--- src/modexp_defines.svh ---
// width macros for the whole engine; ME_WIDTH must be 8 or more and is fixed at compile time

`ifndef MODEXP_DEFINES_SVH
`define MODEXP_DEFINES_SVH

// operand word width
`define ME_WIDTH 32

// counters run up to 2*ME_WIDTH during the R-squared precompute
`define ME_CNT_WIDTH ($clog2(2 * `ME_WIDTH) + 1)

`endif

--- src/modexp_pkg.sv ---
// shared types of the engine; all widths follow the macros in modexp_defines.svh

`include "modexp_defines.svh"

package modexp_pkg;

    // operand, modulus and result
    typedef logic [`ME_WIDTH-1:0] word_t;

    // multiplier accumulator, stays below 4*m
    typedef logic [`ME_WIDTH+1:0] acc_t;

    typedef logic [`ME_CNT_WIDTH-1:0] cnt_t;

    typedef struct packed {
        word_t x;
        word_t y;
        word_t m;
    } me_req_t;

    typedef enum logic [2:0] {
        st_idle,
        st_precompute,
        st_to_mont,
        st_square,
        st_multiply,
        st_from_mont
    } seq_state_t;

endpackage

--- src/exp_sequencer.sv ---
// m must be odd; req is taken only on start while idle, and latency grows with the ones in y
`timescale 1ns/100ps
`include "modexp_defines.svh"

module exp_sequencer (
    input  logic                  clk,
    input  logic                  rst_n,
    input  logic                  start,
    input  modexp_pkg::me_req_t   req,
    input  logic                  mul_done,
    input  modexp_pkg::word_t     mul_p,
    output logic                  mul_start,
    output modexp_pkg::word_t     mul_a,
    output modexp_pkg::word_t     mul_b,
    output modexp_pkg::word_t     mul_m,
    output modexp_pkg::word_t     result,
    output logic                  done
);

    modexp_pkg::seq_state_t state;
    modexp_pkg::cnt_t       cnt;

    modexp_pkg::word_t      x_q;
    modexp_pkg::word_t      m_q;
    modexp_pkg::word_t      y_sh;
    modexp_pkg::word_t      r2;
    modexp_pkg::word_t      res;
    modexp_pkg::word_t      xm;

    modexp_pkg::acc_t       dbl;
    modexp_pkg::word_t      r2_next;
    logic                   accept;
    logic                   word_end;
    logic                   pre_last;
    logic                   y_msb;

    assign accept   = start && (state == modexp_pkg::st_idle);
    assign y_msb    = y_sh[`ME_WIDTH-1];

    // W-1 marks both the halfway point of the precompute and the last exponent bit
    assign word_end = (cnt == modexp_pkg::cnt_t'(`ME_WIDTH - 1));
    assign pre_last = (cnt == modexp_pkg::cnt_t'(2 * `ME_WIDTH - 1));

    // --------------------------------------------------
    // modular doubling for the R^2 precompute
    // --------------------------------------------------
    always_comb begin
        dbl = modexp_pkg::acc_t'(r2) << 1;
        // r2 < m, so one subtract is enough
        if (dbl >= modexp_pkg::acc_t'(m_q)) begin
            dbl = dbl - modexp_pkg::acc_t'(m_q);
        end
        r2_next = modexp_pkg::word_t'(dbl);
    end

    // --------------------------------------------------
    // operand select
    // --------------------------------------------------
    // b is kept below m in every phase
    always_comb begin
        case (state)
            modexp_pkg::st_to_mont: begin
                mul_a = x_q;
                mul_b = r2;
            end
            modexp_pkg::st_multiply: begin
                mul_a = xm;
                mul_b = res;
            end
            modexp_pkg::st_from_mont: begin
                mul_a = modexp_pkg::word_t'(1);
                mul_b = res;
            end
            default: begin
                mul_a = res;
                mul_b = res;
            end
        endcase
    end

    assign mul_m = m_q;

    // --------------------------------------------------
    // control FSM
    // --------------------------------------------------
    always_ff @(posedge clk or negedge rst_n) begin
        if (!rst_n) begin
            state     <= modexp_pkg::st_idle;
            cnt       <= '0;
            mul_start <= 1'b0;
            done      <= 1'b0;
            result    <= '0;
        end else begin
            mul_start <= 1'b0;
            done      <= 1'b0;
            case (state)
                modexp_pkg::st_idle: begin
                    if (accept) begin
                        state <= modexp_pkg::st_precompute;
                        cnt   <= '0;
                    end
                end
                modexp_pkg::st_precompute: begin
                    cnt <= cnt + 1'b1;
                    if (pre_last) begin
                        state     <= modexp_pkg::st_to_mont;
                        mul_start <= 1'b1;
                    end
                end
                modexp_pkg::st_to_mont: begin
                    if (mul_done) begin
                        state     <= modexp_pkg::st_square;
                        cnt       <= '0;
                        mul_start <= 1'b1;
                    end
                end
                modexp_pkg::st_square: begin
                    if (mul_done) begin
                        mul_start <= 1'b1;
                        if (y_msb) begin
                            state <= modexp_pkg::st_multiply;
                        end else begin
                            cnt   <= cnt + 1'b1;
                            state <= word_end ? modexp_pkg::st_from_mont
                                              : modexp_pkg::st_square;
                        end
                    end
                end
                modexp_pkg::st_multiply: begin
                    if (mul_done) begin
                        mul_start <= 1'b1;
                        cnt       <= cnt + 1'b1;
                        state     <= word_end ? modexp_pkg::st_from_mont
                                              : modexp_pkg::st_square;
                    end
                end
                modexp_pkg::st_from_mont: begin
                    if (mul_done) begin
                        result <= mul_p;
                        done   <= 1'b1;
                        state  <= modexp_pkg::st_idle;
                    end
                end
                default: begin
                    state <= modexp_pkg::st_idle;
                end
            endcase
        end
    end

    // --------------------------------------------------
    // datapath registers
    // --------------------------------------------------
    always_ff @(posedge clk) begin
        case (state)
            modexp_pkg::st_idle: begin
                if (accept) begin
                    x_q  <= req.x;
                    m_q  <= req.m;
                    y_sh <= req.y;
                    // 1 mod m, which is 0 for m == 1
                    r2   <= (req.m == modexp_pkg::word_t'(1)) ? '0 : modexp_pkg::word_t'(1);
                end
            end
            modexp_pkg::st_precompute: begin
                r2 <= r2_next;
                // after W doublings r2 holds R mod m, the montgomery form of 1
                if (word_end) begin
                    res <= r2_next;
                end
            end
            modexp_pkg::st_to_mont: begin
                if (mul_done) begin
                    xm <= mul_p;
                end
            end
            modexp_pkg::st_square: begin
                if (mul_done) begin
                    res <= mul_p;
                    if (!y_msb) begin
                        y_sh <= y_sh << 1;
                    end
                end
            end
            modexp_pkg::st_multiply: begin
                if (mul_done) begin
                    res  <= mul_p;
                    y_sh <= y_sh << 1;
                end
            end
        endcase
    end

endmodule

--- src/modexp_top.sv ---
// computes x^y mod m for one-word operands; m must be odd and a start while busy is dropped
`timescale 1ns/100ps

module modexp_top (
    input  logic                  clk,
    input  logic                  rst_n,
    input  logic                  start,
    input  modexp_pkg::me_req_t   req,
    output modexp_pkg::word_t     result,
    output logic                  done
);

    logic              mul_start;
    logic              mul_done;
    modexp_pkg::word_t mul_a;
    modexp_pkg::word_t mul_b;
    modexp_pkg::word_t mul_m;
    modexp_pkg::word_t mul_p;

    // --------------------------------------------------
    // control sequencer
    // --------------------------------------------------
    exp_sequencer u_seq (
        .clk       (clk),
        .rst_n     (rst_n),
        .start     (start),
        .req       (req),
        .mul_done  (mul_done),
        .mul_p     (mul_p),
        .mul_start (mul_start),
        .mul_a     (mul_a),
        .mul_b     (mul_b),
        .mul_m     (mul_m),
        .result    (result),
        .done      (done)
    );

    // --------------------------------------------------
    // montgomery multiplier
    // --------------------------------------------------
    mont_mul u_mul (
        .clk       (clk),
        .rst_n     (rst_n),
        .mul_start (mul_start),
        .a         (mul_a),
        .b         (mul_b),
        .m         (mul_m),
        .done      (mul_done),
        .p         (mul_p)
    );

endmodule

--- src/mont_mul.sv ---
// m must be odd and b below m; start only while idle, done follows ME_WIDTH+1 cycles later
`timescale 1ns/100ps
`include "modexp_defines.svh"

module mont_mul (
    input  logic                clk,
    input  logic                rst_n,
    input  logic                mul_start,
    input  modexp_pkg::word_t   a,
    input  modexp_pkg::word_t   b,
    input  modexp_pkg::word_t   m,
    output logic                done,
    output modexp_pkg::word_t   p
);

    modexp_pkg::word_t a_sh;
    modexp_pkg::word_t b_q;
    modexp_pkg::word_t m_q;
    modexp_pkg::acc_t  acc;
    modexp_pkg::cnt_t  cnt;
    logic              busy;
    logic              fin;

    modexp_pkg::word_t a_cur;
    modexp_pkg::word_t b_cur;
    modexp_pkg::word_t m_cur;
    modexp_pkg::acc_t  acc_cur;
    modexp_pkg::acc_t  acc_add;
    modexp_pkg::acc_t  acc_next;
    logic              acc_ge_m;

    // --------------------------------------------------
    // one radix-2 step
    // --------------------------------------------------
    // first step runs in the start cycle straight off the inputs
    always_comb begin
        if (mul_start) begin
            a_cur   = a;
            b_cur   = b;
            m_cur   = m;
            acc_cur = '0;
        end else begin
            a_cur   = a_sh;
            b_cur   = b_q;
            m_cur   = m_q;
            acc_cur = acc;
        end
        acc_add = acc_cur;
        if (a_cur[0]) begin
            acc_add = acc_add + modexp_pkg::acc_t'(b_cur);
        end
        // make it even so the halving is exact
        if (acc_add[0]) begin
            acc_add = acc_add + modexp_pkg::acc_t'(m_cur);
        end
        acc_next = acc_add >> 1;
    end

    assign acc_ge_m = (acc >= modexp_pkg::acc_t'(m_q));

    always_ff @(posedge clk or negedge rst_n) begin
        if (!rst_n) begin
            busy <= 1'b0;
            fin  <= 1'b0;
            cnt  <= '0;
            done <= 1'b0;
        end else begin
            done <= fin;
            fin  <= 1'b0;
            if (mul_start) begin
                busy <= 1'b1;
                cnt  <= modexp_pkg::cnt_t'(1);
            end else if (busy) begin
                cnt <= cnt + 1'b1;
                if (cnt == modexp_pkg::cnt_t'(`ME_WIDTH - 1)) begin
                    busy <= 1'b0;
                    fin  <= 1'b1;
                end
            end
        end
    end

    always_ff @(posedge clk) begin
        if (mul_start || busy) begin
            acc  <= acc_next;
            a_sh <= a_cur >> 1;
        end
        if (mul_start) begin
            b_q <= b;
            m_q <= m;
        end
        // acc < 2m here, so a single subtract lands below m
        if (fin) begin
            p <= acc_ge_m ? modexp_pkg::word_t'(acc - modexp_pkg::acc_t'(m_q))
                          : modexp_pkg::word_t'(acc);
        end
    end

endmodule

--- config.mk ---
export PLATFORM = sky130hd
export DESIGN_NAME = modexp_top
export DESIGN_NICKNAME = d
export VERILOG_FILES = /design/src/modexp_pkg.sv /design/src/exp_sequencer.sv /design/src/modexp_top.sv /design/src/mont_mul.sv
export VERILOG_INCLUDE_DIRS = /design/src
export SDC_FILE = /design/constraint.sdc
export NUM_CORES = 1
export LEC_CHECK = 0
export BUFFER_PORTS_ARGS = -buffer_cell sky130_fd_sc_hd__buf_2
export CAP_MARGIN = 10
export CORE_ASPECT_RATIO = 1.4
export CORE_MARGIN = 5
export CORE_UTILIZATION = 60
export DETAILED_ROUTE_END_ITERATION = 10
export GPL_TIMING_DRIVEN = 0
export PLACE_DENSITY = 0.79
export SYNTH_ARGS = -nofsm -noshare
export SYNTH_HDL_FRONTEND = slang
export SYNTH_HIERARCHICAL = 1
export SYNTH_SLANG_ARGS = --single-unit
--- constraint.sdc ---
create_clock -name clk -period 8.98 [get_ports clk]
set_clock_uncertainty 0.2 [all_clocks]
set_input_delay 1.796 -clock clk [delete_from_list [all_inputs] [get_ports clk]]
set_output_delay 1.796 -clock clk [all_outputs]
set_load 0.1 [all_outputs]
# Word level (Yosys, flattened, before mapping)
# Cells that the tools add are included.
# word_totals
latch_bits	0
regBits	406
mem_bits_rw	0
in_bits	99
word_cells	115
rom_bits	0
mem_count	0
# classes
n_shift	0
div	0
reduce_logical	19
mux	48
multipliers	0
order_cmp	2
n_bitwise	0
n_addsub	6
n_eq_ne	18
# ops
cell	n
32-bit two-way mux	12
32-bit one-hot mux with 3 select lines	2
32-bit one-hot mux with 2 select lines	2
34-bit two-way mux	2
33-bit by 32-bit >= comparator with 1-bit output	2
32-bit subtractor	2
7-bit two-way mux	7
7-bit one-hot mux with 5 select lines	1
33-bit by 32-bit adder with 34-bit output	1
34-bit by 32-bit adder with 34-bit output	1
33-bit two-way mux	1
32-bit by 1-bit equality test with 1-bit output, second input constant	1
31-bit two-way mux	1
3-bit two-way mux	8
3-bit one-hot mux with 6 select lines	1
2-bit by 1-bit != test with 1-bit output, second input constant	8
7-bit by 1-bit adder with 7-bit output, second input constant	2
7-bit by 5-bit equality test with 1-bit output, second input constant	2
6-bit AND reduction	2
1-bit two-way mux	10
2-bit AND reduction	4
7-bit by 6-bit equality test with 1-bit output, second input constant	1
3-bit by 2-bit equality test with 1-bit output, second input constant	2
3-bit equality test, second input constant	2
14 further kinds	16

# Longest topological paths before layout
# Gate-level depths: netlist of the first run.
# depth
depth_word	7
mapped_depth	28
depth_no_buf	26

# Hierarchy
# The synthesis of the first run kept the hierarchy.
# by_module_without_submodules
mod	cells_per_inst	n_inst	seq_area_each_um2	area_each_um2
mont_mul	1252	1	4414.2	12166.7
exp_sequencer	1087	1	6866.6	12029.0

# Least setup slack after synthesis of the first run
# Ideal clock, no wire load.
# synth_path
kind	in2reg
from	input port start
to	register u_seq.r2[0] (enable)
required_ns	8.405
path_slack_ns	1.169
arrival_time_ns	7.236
stages	3
cell_sequence	nand2_1 > nor3_1 > or2_2
# synth_via
elab_chain_len	3
# synth_rtl
item	line	source
from (decl)	modexp_top.sv:7	input logic start,
1-bit logical AND	exp_sequencer.sv:37	assign accept = start && (state == modexp_pkg::st_idle);
2-bit by 1-bit != test with 1-bit output (no line)	-	
2-bit AND reduction (no line)	-	
to (signal assigned)	exp_sequencer.sv:162	r2 <= (req.m == modexp_pkg::word_t'(1)) ? '0 : modexp_pkg::word_t'(1);
to (signal assigned)	exp_sequencer.sv:166	r2 <= r2_next;
to (decl)	exp_sequencer.sv:26	modexp_pkg::word_t r2;
# No other way between the ends.
# A chain may end at the register's enable or synchronous reset.

# Worst setup path in the final report of the first run
# layout_path
from	register u_seq.state[2]
to	register u_mul.acc[32], data pin
# layout_via
elab_chain_len	7
# layout_rtl
item	line	source
from (decl)	exp_sequencer.sv:20	modexp_pkg::seq_state_t state;
from (signal assigned)	exp_sequencer.sv:88	state <= modexp_pkg::st_idle;
from (signal assigned)	exp_sequencer.sv:99	state <= modexp_pkg::st_precompute;
from (signal assigned)	exp_sequencer.sv:106	state <= modexp_pkg::st_to_mont;
3-bit by 2-bit equality test with 1-bit output (*)	exp_sequencer.sv:61	case (state)
32-bit two-way mux (*)	exp_sequencer.sv:61	
named net mul_b[16]	modexp_top.sv:16	modexp_pkg::word_t mul_b;
32-bit two-way mux (*)	-	
named net u_mul.b_cur[16]	mont_mul.sv:25	modexp_pkg::word_t b_cur;
33-bit by 32-bit adder with 34-bit output (*)	mont_mul.sv:50	acc_add = acc_add + modexp_pkg::acc_t'(b_cur);
34-bit two-way mux (*)	mont_mul.sv:49	if (a_cur[0]) begin
34-bit by 32-bit adder with 34-bit output	mont_mul.sv:54	acc_add = acc_add + modexp_pkg::acc_t'(m_cur);
34-bit two-way mux (*)	mont_mul.sv:53	if (acc_add[0]) begin
named net u_mul.acc_add[33]	mont_mul.sv:28	modexp_pkg::acc_t acc_add;
to (signal assigned)	mont_mul.sv:85	acc <= acc_next;
to (decl)	mont_mul.sv:19	modexp_pkg::acc_t acc;
# The timed path passes the listed nets; every way through them passes the cells marked *.

==> metrics, run 1 <==
CTS Sinks 406; remaining antenna violation count 0; slowest CP cell nor3_1; CTS tree yes; worst hold path class reg2reg; Synthesized Nets 2,571; Yosys reg bits 406; Unique masters post-synth 93; GRT Util Overall 0.3174; Final Util 0.6778; Core ar. 40,060 um2; die area 44,500 um2; Starting Density 0.6040; Std-Cell Rows 87; Post-Route WL 72.53 mm; crit end category register; top cells by area, synth edfxtp_1, ha_1, dfrtp_1; max incr delay on CP 0.97 ns; Ys Warns 6; fin area 27,150 um2; area of the multi-input gates 12,050 um2; drt first pass iters 9; CP Class reg2reg; post-DR wirelength/cell 23.49 um; number of synthesized flops with an enable pin 288; max cap viols 0; slew margin rel. 0.2303; Iteration-0 DRC Markers 1,888; Die W 179.7 um; clk_lat worst skew 0.55 ns; Mean Syn Cell Area 10.34 um2; largest net degree at the start of global routing 65; Max FO, Critical Path 10; clk buf depth 3; area grow syn2layout 12.22%; initial antenna violation count 1; Cell Area, Placed 25,720 um2; Final Wtd Congestion 1.090; fmax 0.1201 GHz; num ports 132; root buffer cell clkbuf_16; I/O Buffers 131; Synth area leader edfxtp_1; routed via count 19,260; Cells after Synth 2,339; Worst Path Required 9.12 ns; final period utilization 0.9268; WHS 0.2794 ns; minimum clock period 8.323 ns; Leak 0.01129 uW; Cell Area, Synth 24,200 um2; Synth Flop Type edfxtp_1; H-tree Lvls 2; DRC viols 0; crit path DAT 8.47 ns; GR Overflow Total 0; post-synth top area share 0.3574; Fin. Hold Viols 0; Setup violations, final 0; total CTS buffers 39; Async S/R FF share, synth 0.1330; worst-margin pin slew 1.146 ns; Clock transition at path regs 0.06 ns; DR vias/cell 6.236; # fillers 3,074; Final #Nets 2,754; max-slew violation count 0; PostCTS Resize Cnt 0; Power Dens Cells 247.5 nW/um2; vias in the first global route 19,110; sequential share of the synthesized area 0.4662; Register Area 11,280 um2; CTS Hold Bufs 0; most common cell after layout, fill and taps aside edfxtp_1; Die Y 247.6 um; peak supply drop 0.0001677 V; share of cells above drive strength 1 0.1539; first-pass GRT wire length 110.1 mm; most frequent cells in the layout edfxtp_1, nand2_1, a21oi_1; setup bufs post-CTS 0; startpoint types register; outcome finished clean; RSZ-0062 raised after global routing false; Post-DP HPWL 57.49 mm
==> area by class of cell <==
type                    instances  share of cell area
repair buffers                142             0.03055
plain buffers                 110             0.01889
multi-input cells            1722              0.4439
inverters                     101             0.01405
clock inverters                26             0.01405
diodes                          1          0.00009216
flip-flops and latches        406              0.4155
well taps                     534             0.02461
clock buffers                  46             0.03843
==> synth_stat cells, drive strengths merged, types with 4 or more instances <==
master and count:
a211oi 23, a21boi 8, a21o 39, a21oi 182, a221oi 34, a22o 50, a31oi 14, and2 19
and3 13, buf 26, clkbuf 84, dfrtp 54, dfxtp 64, edfxtp 288, fa 4, ha 129
inv 101, mux2 135, mux2i 53, nand2 287, nand2b 16, nand3 45, nand4 29, nor2 142
nor2b 43, nor3 32, nor4 11, o2111ai 7, o211ai 12, o21a 24, o21ai 165, o21bai 18
o22ai 4, o31ai 12, or3 9, xnor2 69, xor2 43
==> cells by family after synthesis <==
logic type	count (synthesis)	synth area share
AOI/OAI and AO/OA	627	0.1705
and+or+nand+nor	662	0.1264
xor gates and xnor gates	112	0.04054
adders and majority gates	133	0.07002
buffers and inverters	211	0.03687
muxes	188	0.08941
DFF	406	0.4662
==> power breakdown <==
group | switching [uW] | internal [uW]
registers | 207 | 2380
logic | 1470 | 844
clock network | 722 | 1100
total | 2400 | 4320
==> per-layer routing <==
| layer | vias up | global-route usage | part of all wire |
|---|---|---|---|
| li1 | 8974 | - | - |
| met1 | 9302 | 0.3685 | 0.38 |
| met2 | 784 | 0.5908 | 0.52 |
| met3 | 196 | 0.03650 | 0.053 |
| met4 | 0 | 0.1422 | 0.051 |
| met5 | - | 0 | 0 |
==> registers in the layout, summed over array words and instances, names as in the netlist, 31 cells and up <==
name and flops:
u_mul/a_sh 31, u_mul/acc 33, u_mul/b_q 32, u_mul/m_q 32, u_mul/p 32, u_seq/mul_m 32, u_seq/r2 32, u_seq/res 32
u_seq/result 32, u_seq/x_q 32, u_seq/xm 32, u_seq/y_sh 32
==> worst paths after layout <==
check / start / to / slack (ns) / cells after the start
max: u_seq/state[2]$_DFFE_PN0P_ / u_mul/acc[32]$_DFFE_PP_ / 0.66 / 25
min reg2reg: u_seq/result[12]$_DFFE_PN0P_ / u_seq/result[12]$_DFFE_PN0P_ / 0.28 / 2
max reg2reg: u_seq/state[2]$_DFFE_PN0P_ / u_mul/acc[32]$_DFFE_PP_ / 0.66 / 25
min in group asynchronous: rst_n / u_seq/cnt[1]$_DFFE_PN0P_ / 1.00 / 1
min: u_seq/result[12]$_DFFE_PN0P_ / u_seq/result[12]$_DFFE_PN0P_ / 0.28 / 2
max in group asynchronous: rst_n / u_seq/result[11]$_DFFE_PN0P_ / 6.99 / 2
==> worst max-delay path, delay by kind of cell, from the launching register on <==
kind	cells	cell delay [ns]
AOI/OAI and AO/OA	11	2.80
and+or+nand+nor	7	2.30
buffers and inverters	2	0.78
adders and majority gates	2	0.76
muxes	2	0.71
DFF	1	0.40
xor gates and xnor gates	1	0.16
==> stage by stage <==
| stage | setup WS, ns | instances | total power [uW] | TNS, ns |
|---|---|---|---|---|
| 2_1_floorplan | 1.169 | 2339 | 4119 | 0 |
| 3_3_place_gp | -1.807 | 3004 | 4762 | -102.04 |
| 3_5_place_dp | 0.8864 | 3015 | 4847 | 0 |
| 4_1_cts | 0.7112 | 3087 | 6668 | 0 |
| 5_1_grt | 0.4192 | 3088 | 6994 | 0 |
| 6_report | 0.6570 | 3088 | 6719 | 0 |
(Power assumes the default switching activity.)
==> run 2: changes to the inputs <==
--- a/config.mk
+++ b/config.mk
@@ -6,7 +6,7 @@
 export SDC_FILE = /design/constraint.sdc
 export NUM_CORES = 1
 export LEC_CHECK = 0
-export BUFFER_PORTS_ARGS = -buffer_cell sky130_fd_sc_hd__buf_2
+export BUFFER_PORTS_ARGS = -buffer_cell sky130_fd_sc_hd__buf_4
 export CAP_MARGIN = 10
 export CORE_ASPECT_RATIO = 1.4
 export CORE_MARGIN = 5
==> metrics, run 2 (synthesis gave the netlist of run 1 again) <==
Die Y 247.6 um (unchanged); max cap viols 0 (unchanged); final std cells w/o fill 3,086 (-0.065%); worst-margin pin slew 1.202 ns (+0.05592 ns); Net Sw Frac 0.3689 (+0.01136); crit end category register; initial antenna violation count 0 (-1); Max FO, Critical Path 10 (unchanged); CTS Hold Bufs 0 (unchanged); total CTS buffers 40 (+2.6%); H-tree Lvls 2 (unchanged); CP Class reg2reg; Final #Nets 2,753 (-0.036%); area grow syn2layout 12.76%; vias in the first global route 19,270 (+0.80%); remaining antenna violation count 0 (unchanged); num ports 132 (unchanged); CTS tree yes; slew margin rel. 0.1927 (-0.03757); Net Sw Power 2435 uW (+1.4%); outcome finished clean; # fillers 3,108 (+1.1%); root buffer cell clkbuf_16; fin area 27,280 um2 (+0.48%); Clk pwr share 0.250 (-0.021); routed via count 19,300 (+0.23%); Combinational Power Share 0.359 (+0.014); part of the power in registers 0.391 (+0.007); first-pass GRT wire length 112.3 mm (+2.0%); final period utilization 0.9038 (-0.02304); die area 44,500 um2 (unchanged); Setup violations, final 0 (unchanged); Final Total Pwr 6601 uW (-1.8%); RSZ-0062 raised after global routing false; worst setup margin 0.8639 ns (+0.2069 ns); CP top delay family simple AND/OR/NAND/NOR gates; setup bufs post-CTS 0 (unchanged); WHS 0.2801 ns (+0.0006960 ns); crit path DAT 8.20 ns (-0.27 ns); DRC viols 0 (unchanged); Iteration-0 DRC Markers 1,605 (-15%); Final Wtd Congestion 0.9686 (-11%); Die W 179.7 um (unchanged); GRT Util Overall 0.3266 (+0.009294); CTS Sinks 406 (unchanged); Post-DP HPWL 60.11 mm (+4.6%); GR Overflow Total 0 (unchanged); Cell Area, Placed 26,020 um2 (+1.1%); drt first pass iters 6 (-3); max FFs per register 33 (unchanged); max-slew violation count 0 (unchanged); Starting Density 0.6040 (unchanged); # diodes 0 (-1); fmax 0.1232 GHz (+2.5%); I/O Buffers 131 (unchanged); Biggest register u_mul/acc; startpoint types register; minimum clock period 8.116 ns (-0.2069 ns); DR vias/cell 6.254 (+0.29%); worst hold path class reg2reg; most frequent cells in the layout edfxtp_1, nand2_1, a21oi_1; max incr delay on CP 1.00 ns (+0.03 ns); post-DR wirelength/cell 24.34 um (+3.6%); Post-Route WL 75.10 mm (+3.5%); peak supply drop 0.0001553 V (-7.4%); slowest CP cell nor3_1; P_int 4166 uW (-3.5%); DP Cell Count 3,013 (-0.066%); dpl ws 0.9965 ns (+0.1101 ns); Leak 0.01129 uW (about the same); Core ar. 40,060 um2 (unchanged); Fin. Hold Viols 0 (unchanged); clk buf depth 3 (unchanged); Bufs and invs on worst path 2 (unchanged); Power Dens Cells 241.9 nW/um2 (-2.2%); Clock transition at path regs 0.06 ns (about the same); clk_lat worst skew 0.56 ns (about the same); most common cell after layout, fill and taps aside edfxtp_1; PostCTS Resize Cnt 0 (unchanged); share of cells above drive strength 1 0.1509 (-0.003074); largest net degree at the start of global routing 65 (unchanged); Std-Cell Rows 87 (unchanged); Worst Path Required 9.07 ns (-0.05 ns)
## run 2: cell types whose count changed in the layout (fill, tap and decap cells not counted), moves of 3 or more
cell	change
buf_2	-131
buf_4	+131
clkinvlp_4	-3
clkinv_1	-3
clkbuf_1	+10
bufinv_16	-7
clkbuf_8	+4
clkinv_4	-3
## run 2: final timing paths
check                                               to                         from  slack, ns  depth (start not counted)
max                            u_mul/acc[32]$_DFFE_PP_   u_seq/state[2]$_DFFE_PN0P_       0.86                         25
min                        u_seq/result[6]$_DFFE_PN0P_  u_seq/result[6]$_DFFE_PN0P_       0.28                          2
max reg2reg                    u_mul/acc[32]$_DFFE_PP_   u_seq/state[2]$_DFFE_PN0P_       0.86                         25
min reg2reg                u_seq/result[6]$_DFFE_PN0P_  u_seq/result[6]$_DFFE_PN0P_       0.28                          2
max in group asynchronous  u_seq/result[9]$_DFFE_PN0P_                        rst_n       6.94                          1
min in group asynchronous     u_seq/cnt[1]$_DFFE_PN0P_                        rst_n       1.11                          1
## run 2: per-layer routing
metal | part of all wire | global-route usage | routed length (um) | up-vias
met5 | 0 | 0 | 0 | -
met4 | 0.049 | 0.1374 | 3682 | 0
met3 | 0.055 | 0.03343 | 4148 | 172
met2 | 0.52 | 0.6117 | 38850 | 783
met1 | 0.38 | 0.3828 | 28430 | 9381
li1 | - | - | - | 8964
## run 2: worst reg2reg max path, cell delays in order, from the launching register on
cell	delay [ns]
dfrtp_1	0.42
clkbuf_1	0.23
nor3_1	1.00
clkbuf_1	0.54
mux2_2	0.40
mux2_2	0.31
ha_1	0.40
and2_1	0.22
and4_1	0.21
o31ai_1	0.42
nand2_1	0.16
o22ai_1	0.33
o21ai_0	0.17
xor2_1	0.17
a22o_1	0.24
ha_1	0.35
nand2_1	0.14
o21bai_1	0.10
a21oi_1	0.18
nor2b_1	0.12
or4b_1	0.49
a211oi_1	0.44
o31ai_2	0.15
a21oi_1	0.24
nand2b_1	0.13
a211oi_1	0.08
## run 2: through the flow
| stage | TNS (ns) | util |
|---|---|---|
| 2_1_floorplan | 0 | - |
| 3_3_place_gp | -107.70 | 0.6452 |
| 3_5_place_dp | 0 | 0.6495 |
| 4_1_cts | 0 | 0.6811 |
| 5_1_grt | 0 | 0.6811 |
| 6_report | 0 | 0.6811 |
## run 2: power groups by stage
stage / registers, uW / logic (uW) / clock network (uW)
detailed placement: 2610 / 2300 / 0
global route: 2600 / 2530 / 1750
floorplan: 2520 / 1600 / 0
global placement: 2630 / 2210 / 0
CTS: 2570 / 2320 / 1670
finish: 2580 / 2370 / 1650
## run 2: area by class of cell
type                    instances  area [um2]  share of cell area
plain buffers                 110       513.0             0.01880
clock buffers                  60        1136             0.04164
clock inverters                13       130.1            0.004770
inverters                     101       381.6             0.01399
multi-input cells            1722       12050              0.4417
flip-flops and latches        406       11280              0.4135
well taps                     534       668.1             0.02449
repair buffers                140        1121             0.04109
